==> src/logic/tcb_pkg.sv <==
// TCB subsystem shared definitions

package tcb_pkg;

  ////////////////////////////////////////
  // bus widths
  ////////////////////////////////////////

  // byte address width
  localparam int unsigned ABW = 16;
  // data width
  localparam int unsigned DBW = 32;
  // byte enable count
  localparam int unsigned BEW = DBW / 8;

  typedef logic [ABW-1:0] adr_t;
  typedef logic [DBW-1:0] dat_t;
  typedef logic [BEW-1:0] ben_t;

  ////////////////////////////////////////
  // request and response
  ////////////////////////////////////////

  // request fields sampled on a transfer
  typedef struct packed {
    logic wen;
    adr_t adr;
    ben_t ben;
    dat_t wdt;
  } tcb_req_t;

  // response fields valid with the rsp strobe
  typedef struct packed {
    dat_t rdt;
    logic err;
  } tcb_rsp_t;

  ////////////////////////////////////////
  // address map
  ////////////////////////////////////////

  // 0 selects memory, 1 selects registers
  localparam int unsigned REG_SEL_BIT = 15;

  // identification word
  localparam dat_t REG_ID = 32'h7cb0_0001;

  // register index from address bits 3:2
  typedef logic [1:0] reg_idx_t;

  localparam reg_idx_t REG_SCRATCH = 2'd0;
  localparam reg_idx_t REG_COUNT   = 2'd1;
  localparam reg_idx_t REG_IDENT   = 2'd2;
  localparam reg_idx_t REG_NONE    = 2'd3;

endpackage : tcb_pkg

==> src/logic/tcb_dec.sv <==
// TCB address decoder and response slot tracker

`timescale 1ns/100ps

module tcb_dec #(
  // memory response delay
  parameter int unsigned MEM_DLY = 2,
  // register response delay
  parameter int unsigned REG_DLY = 1
) (
  input  logic              tcb,
  input  logic              reset,
  // manager side
  input  logic              vld,
  input  tcb_pkg::tcb_req_t req,
  output logic              rdy,
  // subordinate transfer strobes
  output logic              mem_trn,
  output logic              reg_trn,
  // subordinate responses
  input  logic              mem_rsp,
  input  tcb_pkg::tcb_rsp_t mem_dat,
  input  logic              reg_rsp,
  input  tcb_pkg::tcb_rsp_t reg_dat,
  // merged response
  output logic              rsp,
  output tcb_pkg::tcb_rsp_t rsp_dat
);

  import tcb_pkg::*;

  ////////////////////////////////////////
  // slot line sizing
  ////////////////////////////////////////

  // zero delay is not supported
  if (MEM_DLY < 1 || REG_DLY < 1) begin : g_dly_check
    $error("response delays must be at least 1");
  end

  // busy line as long as the larger delay
  localparam int unsigned SLOTS = (MEM_DLY > REG_DLY) ? MEM_DLY : REG_DLY;

  // bit i marks the slot i+1 cycles after the next edge
  typedef logic [SLOTS-1:0] slot_t;

  // slot each subordinate would claim
  localparam slot_t MEM_SLOT = SLOTS'(1) << (MEM_DLY - 1);
  localparam slot_t REG_SLOT = SLOTS'(1) << (REG_DLY - 1);

  ////////////////////////////////////////
  // decode
  ////////////////////////////////////////

  // register block selected
  logic  sel_reg;
  // slot needed by the offered request
  slot_t need;
  // slot taken by an accepted transfer
  slot_t claim;
  // transfer on this edge
  logic  trn;

  assign sel_reg = req.adr[REG_SEL_BIT];
  assign need    = sel_reg ? REG_SLOT : MEM_SLOT;

  ////////////////////////////////////////
  // busy line
  ////////////////////////////////////////

  // future response slots already taken
  slot_t busy;

  // ready ignores vld
  // stall only on a slot collision
  assign rdy = ~|(busy & need);

  assign trn     = vld & rdy;
  assign mem_trn = trn & ~sel_reg;
  assign reg_trn = trn & sel_reg;

  assign claim = trn ? need : '0;

  // claim then advance one cycle
  // a delay of one never reaches the line
  always_ff @(posedge tcb) begin
    if (reset) begin
      busy <= '0;
    end else begin
      busy <= (busy | claim) >> 1;
    end
  end

  ////////////////////////////////////////
  // response merge
  ////////////////////////////////////////

  // at most one strobe per cycle by construction
  assign rsp = mem_rsp | reg_rsp;

  always_comb begin
    case ({reg_rsp, mem_rsp})
      2'b01:   rsp_dat = mem_dat;
      2'b10:   rsp_dat = reg_dat;
      // idle bus
      default: rsp_dat = '0;
    endcase
  end

endmodule : tcb_dec

==> config.mk <==
export PLATFORM = sky130hd
export DESIGN_NAME = tcb_dec
export DESIGN_NICKNAME = d
export VERILOG_FILES = /design/src/logic/tcb_pkg.sv /design/src/logic/tcb_dec.sv
export SDC_FILE = /design/constraint.sdc
export NUM_CORES = 1
export LEC_CHECK = 0
export BUFFER_PORTS_ARGS = -buffer_cell sky130_fd_sc_hd__buf_4
export CAP_MARGIN = 20
export CORE_AREA = 3 3 62 64
export DETAILED_ROUTE_END_ITERATION = 12
export DIE_AREA = 0 0 65 67
export GPL_TIMING_DRIVEN = 0
export PLACE_DENSITY = 0.87
export SYNTH_ARGS = -nofsm -noshare
export SYNTH_HDL_FRONTEND = slang
export SYNTH_SLANG_ARGS = --single-unit
==> constraint.sdc <==
create_clock -name tcb -period 1.1 [get_ports tcb]
set_clock_uncertainty 0.15 [all_clocks]
set_input_delay 0.055 -clock tcb [delete_from_list [all_inputs] [get_ports tcb]]
set_output_delay 0.055 -clock tcb [all_outputs]
set_load 0.05 [all_outputs]
After elaboration in Yosys (flattened, before gate mapping)

Index checks and enable logic that the tools add are counted.
Widths: inputs -> output; s select.

Flip-flop bits (word level): 2

Reduce and logical (&&, ||, !) cells: 2
Eq/ne operators: 2
Muxes and demuxes: 3
Bitwise operators: 7

Operators by type and width:

| cell               | count |
|---|---|
| $pmux 33 s2        | 1 |
| $mux 2             | 2 |
| $and 1x1->1        | 3 |
| $and 2x2->2        | 1 |
| $eq 2x1->1 const B | 1 |
| $eq 2x2->1 const B | 1 |
| $or 2x2->2         | 1 |
| $reduce_or 2->1    | 1 |
| $logic_not 1->1    | 1 |
| $not 1->1          | 1 |
| $or 1x1->1         | 1 |

Longest topological paths before layout

Depth in word-level cells: 7
Gate-level depth with buffers: 6
Depth with buffers taken out: 4

Worst setup path before layout

Ideal clock, no wire load.

Kind: input to output
Start: in mem_rsp
End: out rsp_dat[32] in the netlist's numbering
Slack: -0.462 ns
Cell stages on the path: 4
Required time: 0.895 ns
Arrival: 1.357 ns
Cells stage by stage: inv_1 > ha_1 > clkbuf_1 > nor2b_1

RTL lines:

| item               | RTL line      | RTL |
|---|---|---|
| start: declaration | tcb_dec.sv:21 | `input logic mem_rsp,` |
| end: declaration   | tcb_dec.sv:27 | `output tcb_pkg::tcb_rsp_t rsp_dat` |

==> impl_metrics.csv <==
group,metric,value,unit
clock_tree,postCtsHoldBufs,0,
finish,antenna_cells,0,
timing,rsz0062_at_grt,"true",
synth,synth-adder-area-share,0.04172,
timing,period_minus_slack,1.219,ns
timing,max_slew_margin,0.8475,
synth,ys_types,13,
floorplan,die_w,65,um
synth,ys_ff_latch,1,
worst_setup_path,critPathMaxFanout,5,
power_and_ir_drop,peakVddDrop,0.3309,mV
finish,largest_register_ffs,1,
synth,synth_xor_area_frac,0,
routing,wl_per_cell,13.80,um
global_route,grt_pass1_vias,1194,
timing,fin_ws,-0.1192,ns
synth,syn_area,899.6,um2
clock_tree,path_clk_slew,0,ns
global_route,gr-total-overflow,0,
timing,holdWs,0.06506,ns
placed_design,port_buffers,108,
worst_hold_path,min_path_cells,2,
floorplan,core_area,3337,um2
finish,layout_common_cells,"buf_4, a22oi_2, nor2b_4, buf_6, buf_12",
floorplan,die_y,67,um
run,max_cap_viol_count,0,
finish,final_common_cell,"buf_4",
finish,filler_cell_count,248,
placed_design,routabilityCongestion,0.6600,
timing,hold_violations,0,
floorplan,placementRows,21,
finish,stdcell_area,2346,um2
global_route,grt_max_degree,11,
finish,largest_registers,"busy x1",
timing,slew_viol_final,0,
routing,drt_wl_total,3422,um
floorplan,start_util,0.2696,
outcome,violations,"setup timing",
worst_setup_path,crit_arrival,1.01,ns
routing,vias_per_cell,4.581,
finish,largest_register,"busy",
routing,dr.first_iter.drc_count,27,
outcome,status,"complete, but fails checks",
synth,synth_cells,88,
placed_design,dpl-instance-area,2011,um2
power_and_ir_drop,leakage,0.001061,uW
synth,seq_area_frac_synth,0.02225,
worst_hold_path,min_path_type,"input port to flip-flop",
power_and_ir_drop,power_density,555.9,nW/um2
worst_setup_path,path_class,"input port to output pin",
finish,final_nets,331,
global_route,grt_pass1_wl,5216,um
timing,max_freq,0.8202,GHz
routing,ant_nets,0,
synth,yosys_warnings,0,
synth,syn_area_per_cell,10.22,um2
worst_setup_path,start_kind,"input port",
worst_hold_path,hold_path_end,"busy[0]",
finish,drive_above_1_share,0.9752,
timing,period_share,1.108,
worst_setup_path,required,0.89,ns
synth,syn-num-nets,215,
synth,synth_top_family_by_area,"compound AO/OA/AOI/OAI gates",
routing,routed-via-count,1136,
routing,drc_errors,0,
timing,finalSetupViolations,33,
floorplan,die_area,4355,um2
worst_hold_path,hp-start,"reset",
worst_setup_path,endpoint_kind,"output pin",
global_route,antenna_found_initial,0,
synth,synth_compound_area_frac,0.4478,
placed_design,dp_hpwl,2593,um
floorplan,pin_count,161,
synth,synth-simple-area-share,0.3380,
finish,area_delta_synth_final,160.8,%
synth,synthMuxAreaShare,0,
timing,worst_pin_slew,0.2288,ns
global_route,track_usage,0.1447,
routing,drt_pass1_iterations,3,
-- worst max-delay path, stage by stage --
cell and delay (ns):
buf_12 0.09, inv_8 0.03, ha_4 0.17, buf_12 0.13, buf_12 0.12, a22oi_2 0.19, nor2b_4 0.07, buf_6 0.15
-- routing by layer --
layer / track usage / up-vias / wire length (um)
met5: 0 / - / 0
met4: 0 / 0 / 0
met3: 0.04216 / 0 / 399
met2: 0.2899 / 70 / 1847
met1: 0.1569 / 517 / 1175
li1: - / 549 / -
-- where the power goes --
part	internal, uW	switching, uW
combinational	668	597
sequential	38.5	0.582
clock	0	0
-- synthesized netlist by cell type --
master	n	area, um2
clkbuf_1	3	11.26
dfxtp_1	1	20.02
ha_1	3	37.54
and3b_1	1	8.760
buf_12	3	60.06
nor2b_2	29	254.0
buf_6	4	45.04
a22oi_1	2	15.01
buf_4	1	7.510
nand2_1	1	3.750
a22oi_2	31	387.9
nor2b_1	6	37.54
inv_1	3	11.26
-- worst max-delay path by stage --
stage,start,to,slack [ns]
2_1_floorplan,mem_rsp,rsp_dat[10],0.002
3_3_place_gp,reg_rsp,rsp_dat[31],-0.20
3_5_place_dp,reg_rsp,rsp_dat[31],-0.21
4_1_cts,mem_rsp,rsp_dat[31],-0.12
5_1_grt,mem_rsp,rsp_dat[25],-0.15
6_report,mem_rsp,rsp_dat[2],-0.12
-- cells by family after synthesis --
kind of cell / Yosys count
adders and majority gates: 3
DFF: 1
buffers and inverters: 14
AOI/OAI and AO/OA: 33
and+or+nand+nor: 37
-- area by class of cell --
cell class | instances | area (um2) | share of cell area
repair buffers | 116 | 1112 | 0.4741
well taps | 46 | 57.56 | 0.02453
inverters | 3 | 23.77 | 0.01013
multi-input cells | 73 | 969.7 | 0.4133
flip-flops and latches | 1 | 20.02 | 0.008533
plain buffers | 9 | 162.7 | 0.06933
-- through the flow --
step / worst slack [ns] / TNS [ns] / utilization / std cells / total power [uW]
2_1_floorplan: 0.002371 / 0 / - / 88 / 767.8
3_3_place_gp: -0.2049 / -5.982 / 0.6026 / 242 / 1139
3_5_place_dp: -0.2103 / -6.378 / 0.6026 / 242 / 1148
4_1_cts: -0.1211 / -3.132 / 0.6907 / 246 / 1293
5_1_grt: -0.1540 / -4.103 / 0.7030 / 248 / 1368
6_report: -0.1192 / -2.922 / 0.7030 / 248 / 1304
-- repair_timing --
| item | 4_1_cts | 5_1_grt |
|---|---|---|
| gates resized for setup | 56 | 3 |
| endpoints found under the setup margin | 33 | 33 |
| buffers inserted | 4 | 1 |
| cloned | 2 | 1 |
| pin swaps | 10 | 4 |
Note: power is estimated with default switching activity, not from simulation.
