### src/logic/tcb_pkg.sv
// TCB subsystem shared definitions

package tcb_pkg;

  ////////////////////////////////////////
  // bus widths
  ////////////////////////////////////////

  // byte address width
  localparam int unsigned ABW = 16;
  // data width
  localparam int unsigned DBW = 32;
  // byte enable count
  localparam int unsigned BEW = DBW / 8;

  typedef logic [ABW-1:0] adr_t;
  typedef logic [DBW-1:0] dat_t;
  typedef logic [BEW-1:0] ben_t;

  ////////////////////////////////////////
  // request and response
  ////////////////////////////////////////

  // request fields sampled on a transfer
  typedef struct packed {
    logic wen;
    adr_t adr;
    ben_t ben;
    dat_t wdt;
  } tcb_req_t;

  // response fields valid with the rsp strobe
  typedef struct packed {
    dat_t rdt;
    logic err;
  } tcb_rsp_t;

  ////////////////////////////////////////
  // address map
  ////////////////////////////////////////

  // 0 selects memory, 1 selects registers
  localparam int unsigned REG_SEL_BIT = 15;

  // identification word
  localparam dat_t REG_ID = 32'h7cb0_0001;

  // register index from address bits 3:2
  typedef logic [1:0] reg_idx_t;

  localparam reg_idx_t REG_SCRATCH = 2'd0;
  localparam reg_idx_t REG_COUNT   = 2'd1;
  localparam reg_idx_t REG_IDENT   = 2'd2;
  localparam reg_idx_t REG_NONE    = 2'd3;

endpackage : tcb_pkg

### src/logic/tcb_rsp_pipe.sv
// TCB fixed delay response pipeline

`timescale 1ns/100ps

module tcb_rsp_pipe #(
  // response delay in cycles, at least 1
  parameter int unsigned DLY = 1
) (
  input  logic              tcb,
  input  logic              reset,
  input  logic              trn,
  input  logic              wen,
  input  tcb_pkg::tcb_rsp_t dat,
  output logic              rsp,
  output tcb_pkg::tcb_rsp_t rsp_dat
);

  import tcb_pkg::*;

  ////////////////////////////////////////
  // pipeline stages
  ////////////////////////////////////////

  // valid bit per stage
  logic [DLY-1:0] pip_vld;
  // write flag per stage
  logic           pip_wen [DLY];
  // response payload per stage
  tcb_rsp_t       pip_dat [DLY];

  // valid line, the only state under reset
  always_ff @(posedge tcb) begin
    if (reset) begin
      pip_vld <= '0;
    end else begin
      pip_vld <= (pip_vld << 1) | DLY'(trn);
    end
  end

  // payload line
  always_ff @(posedge tcb) begin
    // first stage loads only on a transfer
    if (trn) begin
      pip_wen[0] <= wen;
      pip_dat[0] <= dat;
    end
    // remaining stages shift every cycle
    for (int i = 1; i < DLY; i++) begin
      pip_wen[i] <= pip_wen[i-1];
      pip_dat[i] <= pip_dat[i-1];
    end
  end

  ////////////////////////////////////////
  // output
  ////////////////////////////////////////

  assign rsp = pip_vld[DLY-1];

  // write responses carry no read data
  assign rsp_dat.rdt = pip_wen[DLY-1] ? '0 : pip_dat[DLY-1].rdt;
  assign rsp_dat.err = pip_dat[DLY-1].err;

endmodule : tcb_rsp_pipe

### src/logic/tcb_reg_sub.sv
// TCB register subordinate

`timescale 1ns/100ps

module tcb_reg_sub #(
  // response delay in cycles
  parameter int unsigned DLY = 1
) (
  input  logic              tcb,
  input  logic              reset,
  input  logic              trn,
  input  tcb_pkg::tcb_req_t req,
  output logic              rsp,
  output tcb_pkg::tcb_rsp_t rsp_dat
);

  import tcb_pkg::*;

  ////////////////////////////////////////
  // decode
  ////////////////////////////////////////

  // register index
  reg_idx_t idx;
  // address outside the register window
  logic     bad_adr;
  // write to a read-only register
  logic     bad_wen;
  // any error
  logic     err;

  assign idx     = req.adr[3:2];
  assign bad_adr = |req.adr[14:4];
  assign bad_wen = req.wen && (idx == REG_COUNT || idx == REG_IDENT);
  assign err     = bad_adr || (idx == REG_NONE) || bad_wen;

  ////////////////////////////////////////
  // registers
  ////////////////////////////////////////

  // scratch word
  dat_t scratch;
  // transfers seen so far
  dat_t count;

  always_ff @(posedge tcb) begin
    if (reset) begin
      scratch <= '0;
      count   <= '0;
    end else if (trn) begin
      // every transfer counts, errors included
      count <= count + 1'b1;
      // scratch written per byte lane
      if (req.wen && !err && idx == REG_SCRATCH) begin
        for (int b = 0; b < BEW; b++) begin
          if (req.ben[b]) begin
            scratch[8*b +: 8] <= req.wdt[8*b +: 8];
          end
        end
      end
    end
  end

  ////////////////////////////////////////
  // read mux
  ////////////////////////////////////////

  // response formed in the transfer cycle
  tcb_rsp_t rd_dat;

  always_comb begin
    rd_dat.err = err;
    // erroneous reads return zero
    if (err) begin
      rd_dat.rdt = '0;
    end else begin
      case (idx)
        REG_SCRATCH: rd_dat.rdt = scratch;
        // count before this transfer
        REG_COUNT:   rd_dat.rdt = count;
        REG_IDENT:   rd_dat.rdt = REG_ID;
        default:     rd_dat.rdt = '0;
      endcase
    end
  end

  ////////////////////////////////////////
  // response delay
  ////////////////////////////////////////

  tcb_rsp_pipe #(
    .DLY     (DLY)
  ) rsp_pipe (
    .tcb     (tcb),
    .reset   (reset),
    .trn     (trn),
    .wen     (req.wen),
    .dat     (rd_dat),
    .rsp     (rsp),
    .rsp_dat (rsp_dat)
  );

endmodule : tcb_reg_sub

### config.mk
export PLATFORM = sky130hd
export DESIGN_NAME = tcb_reg_sub
export DESIGN_NICKNAME = d
export VERILOG_FILES = /design/src/logic/tcb_pkg.sv /design/src/logic/tcb_rsp_pipe.sv /design/src/logic/tcb_reg_sub.sv
export SDC_FILE = /design/constraint.sdc
export NUM_CORES = 1
export LEC_CHECK = 0
export ABC_AREA = 1
export BUFFER_PORTS_ARGS = -buffer_cell sky130_fd_sc_hd__buf_2
export CAP_MARGIN = 30
export CORE_MARGIN = 10
export CORE_UTILIZATION = 52
export CTS_BUF_LIST = sky130_fd_sc_hd__clkbuf_2
export DETAILED_ROUTE_END_ITERATION = 6
export PLACE_DENSITY = 0.76
export REMOVE_ABC_BUFFERS = 1
export SLEW_MARGIN = 20
export SYNTH_ARGS = -nofsm -noshare
export SYNTH_HDL_FRONTEND = slang
export SYNTH_SLANG_ARGS = --single-unit
### constraint.sdc
create_clock -name tcb -period 1.4 [get_ports tcb]
set_input_delay 0.14 -clock tcb [delete_from_list [all_inputs] [get_ports tcb]]
set_output_delay 0.14 -clock tcb [all_outputs]
set_load 0.01 [all_outputs]
; Yosys cells after proc, flatten, opt, wreduce, memory -nomap -nowiden
; Memories as Yosys holds them, arrays and structs flattened.
; Cells that the tools add are included.
[totals]
output_inout_bits = 34
ram_bits = 34
wordCells = 30
inputBits = 56
reg_bits = 65
memories = 2
[memory_table]
columns = name, depth, word_bits, rd, rd_ports_with_merged_regs, write_ports, line_no
row1 = rsp_pipe.pip_dat, 1, 33, 1, 0, 1, tcb_rsp_pipe.sv:29  ; tcb_rsp_t pip_dat [DLY];
row2 = rsp_pipe.pip_wen, 1, 1, 1, 0, 1, tcb_rsp_pipe.sv:27  ; logic pip_wen [DLY];
[classes]
addsub = 1
reduce_logical = 13
muxes = 5
n_eq_ne = 3
[op_table]
columns = cell, count
row1 = 32-bit case mux with 3 select lines, 1
row2 = 32-bit 2-to-1 mux, 2
row3 = 32-bit by 1-bit adder with 32-bit output (second input constant), 1
row4 = 3-bit AND reduction, 4
row5 = 11-bit OR reduction, 1
row6 = 2-bit equality test (second input constant), 2
row7 = 1-bit logical AND, 3
row8 = 1-bit logical OR, 3
row9 = 2-bit by 1-bit equality test with 1-bit output (second input constant), 1
row10 = 2-bit logical NOT, 1
row11 = 1-bit 2-to-1 mux, 2
row12 = 1-bit logical NOT, 1

; Longest topological paths before layout
[logic_depth]
word_depth = 8
ltp_mapped = 10
depth_no_buf = 9

; Cells and area by module
; From an unflattened synthesis, not the netlist that was laid out.
[unflattened]
cells_unflattened = 737
area_unflattened_um2 = 5242.5
[modules_own_cells]
columns = mod, cells_each, n_inst, seq_area_each_um2, area_each_um2
row1 = tcb_reg_sub, 632, 1, 1281.2, 3912.5
row2 = tcb_rsp_pipe, 105, 1, 1041.0, 1330.0

; Least setup slack after synthesis
; Ideal clock, no wire load.
[synth_path]
path_type = input to register
start = input port req[38] (netlist name)
end = memory rsp_pipe.pip_dat[0][0] (netlist name) (data pin)
path_buffers = 1
required_time_ns = 1.133
setup_ns = 0.267
arrival_ns = 1.153
path_stages = 7
slack_ns = -0.020
cell_sequence = inv_1 ha_1 nand2_1 nand2_1 nor2_4 nand2_1 buf_2
[synth_via]
elab_chain_cells = 4
elab_cells_between_ends = 7
cone_classes = eq/ne (3) / reduce/logical (4)
[synth_rtl]
columns = element, line_no
row1 = start: declaration, tcb_reg_sub.sv:12  ; input tcb_pkg::tcb_req_t req,
row2 = 2-bit by 1-bit equality test with 1-bit output / 2-bit equality test (equally long branches), tcb_reg_sub.sv:34  ; assign bad_wen = req.wen && (idx == REG_COUNT || idx == REG_IDENT);
row3 = 1-bit logical OR, tcb_reg_sub.sv:34
row4 = 1-bit logical AND, tcb_reg_sub.sv:34
row5 = 1-bit logical OR (*), tcb_reg_sub.sv:35  ; assign err = bad_adr || (idx == REG_NONE) || bad_wen;
row6 = net err, tcb_reg_sub.sv:30  ; logic err;
row7 = end: declaration, tcb_rsp_pipe.sv:29
; Mark *: on every way through the listed nets, which the timed path passes. The rest lies on a longest branch.

==> flow_summary.ini <==
[floorplan]
io_pins = 90
die_height_um = 120
rows = 36
dieWidth_um = 120
core_mm2 = 0.00973
die_area_mm2 = 0.0143
start_util_pct = 52.9

[setup_path]
reg2reg_depth = 9
required_ns = 1.26
worstSetupStartpoint = rsp_pipe.pip_wen[0]
worstSetupStartpointType = flop
r2r_start = count[1]
arrival_ns = 1.47
criticalPathCategory = reg -> out
end_kind = output pin
path_max_fanout = 19

[logic_synthesis]
async_reset_ff_share_pct = 0
postSynthAreaPerCell_um2 = 6.96
ys_warn_count = 0
synth-seq-area-share_pct = 45.1
synth_edf_count = 34
synth.cell_area_mm2 = 0.00515
synthCells = 740
ys_ff_latch = 99
ys_types = 30
yosys_most_used_dff = dfxtp_1

[timing]
rsz0062_at_grt = true
max_freq_mhz = 621
worst_pin_slew_ns = 0.439
final-setup-viol-count = 34
setup_ws_ns = -0.211
finClkSkew_ns = 0.0248
finalCritPeriodShare_pct = 115
hold_viol_final = 0
period_needed_ns = 1.61
drv_slew = 0
finalSetupTns_ns = -6.27
max_slew_margin_pct = 70.7

[finish]
final_common_cell = nand2_1
regArea_mm2 = 0.00236
fin_nets = 945
layout.cells.non_filler = 1022
num_antenna_cells = 0
mostFrequentLayoutCells = nand2_1, nor2_1, inv_1, buf_2, a21oi_1
multiInputGateArea_mm2 = 0.00239
postLayoutCoreUtil_pct = 68.1
layout-drive-gt1-share_pct = 24.0
syn_to_final_growth_pct = 28.7
fillers = 826

[place]
hpwl_um = 9440
place_ws_ns = -0.330
gp_congestion = 0.914
port-buffer-count = 86
dpl.cell_count = 965

[global_route]
overflow = 0
antenna_found_initial = 0
grt_pass1_wl_um = 22100
grt_max_degree = 34
grt_pass1_vias = 4867
grt_usage_pct = 18.3

[clocking]
clk_latency_ns = 0.56
cts_root_buffer = clkbuf_2
cts.sinks = 99
htree_levels = 3
cts_buffers = 9
clkSlewWorstSetupHoldPaths_ns = 0.25
ctsLongestPathBuffers = 2
cts_tree = done

[power_and_ir_drop]
power_density_mw_per_mm2 = 764
peakVddDrop_uv = 578
power.leakage_uw = 0.00301

[route]
vias = 4885
drtPass1Iterations = 4
wl_per_cell_um = 13.0
postRouteAntennaNets = 0
drc = 0
vias_per_cell = 4.78
finalWirelength_um = 13300
drtIter0Drc = 196

[status]
violations = setup timing
run_status = complete, but fails checks

[hold_path]
worstHoldStart = req[32]
hp-class = in -> reg
hold_depth = 7

[flow_run]
max_cap_viol_count = 0
==> Yosys cell counts (3+ instances only) <==
cell / instances / area [um^2]
buf_6: 4 / 45.0
a21oi_1: 54 / 270
inv_1: 115 / 432
nand4_1: 7 / 43.8
o21ai_0: 6 / 30.0
ha_1: 5 / 62.6
buf_2: 5 / 25.0
nand4_4: 4 / 85.1
clkbuf_1: 10 / 37.5
nor3_1: 7 / 35.0
nor2_1: 160 / 601
edfxtp_1: 34 / 1020
nand3_1: 31 / 155
inv_2: 3 / 11.3
nor2_2: 6 / 37.5
nand2_1: 204 / 766
dfxtp_1: 65 / 1300
clkbuf_8: 4 / 55.1
==> kinds of logic after synthesis <==
logic type | after synthesis | synth area share, %
adder cells (fa/ha/maj) | 5 | 1.22
AO/OA/AOI/OAI | 63 | 6.25
buffers and inverters | 145 | 12.2
XOR/XNOR | 3 | 0.510
flip-flops | 99 | 45.1
AND/OR/NAND/NOR | 425 | 34.7
==> critical path, stage by stage (launching register included) <==
cell and delay, ns:
edfxtp_1 0.47, buf_6 0.19, nor2_1 0.12, buf_2 0.14
==> registers in the layout (all words and copies together), names as in the netlist <==
register and count:
scratch 32, rsp_pipe.rsp 1, rsp_pipe.pip_dat 33, count 32, rsp_pipe.pip_wen 1
==> final timing paths <==
path / end / slack, ns
max: rsp_dat[1] / -0.21
min: scratch[0] / 0.12
max reg2reg: count[13] / -0.02
min reg2reg: count[5] / 0.53
==> timing repair <==
action	CTS	global route
resized for setup	17	66
pin swaps	1	19
endpoints found under the setup margin	47	59
setup buffers	0	6
cloned	0	0
hold buffers	35	0
endpoints found under the hold margin	46	0
==> where the power goes <==
part | switching, uW | internal [uW]
Combinational | 282 | 246
Clock | 925 | 583
Sequential | 18.6 | 3010
==> per-stage QoR <==
stage | power [uW] | cell area, um^2 | hold slack, ns
global route | 5270 | 6630 | 0.0820
global placement | 3500 | 5850 | 0.359
detailed placement | 3520 | 5850 | 0.355
floorplan | 3260 | 4960 | 0.212
CTS | 5100 | 6380 | 0.0770
finish | 5060 | 6630 | 0.123
==> per-layer routing <==
metal / wire, um / track usage (%) / share of wire [%]
met1: 5600 / 21.2 / 42
met5: 0 / 0 / 0
met4: 225 / 5.20 / 1.7
met2: 6740 / 32.5 / 51
met3: 725 / 4.88 / 5.5
==> layout make-up <==
cell class,instances,share of cell area [%]
sequential,99,35.6
inverter,118,6.72
timing repair buffer,160,17.2
multi-input combinational,496,36.0
tap,133,2.51
clock inverter,6,1.21
clock buffer,10,0.755
Note: power is estimated with default switching activity, not from simulation.
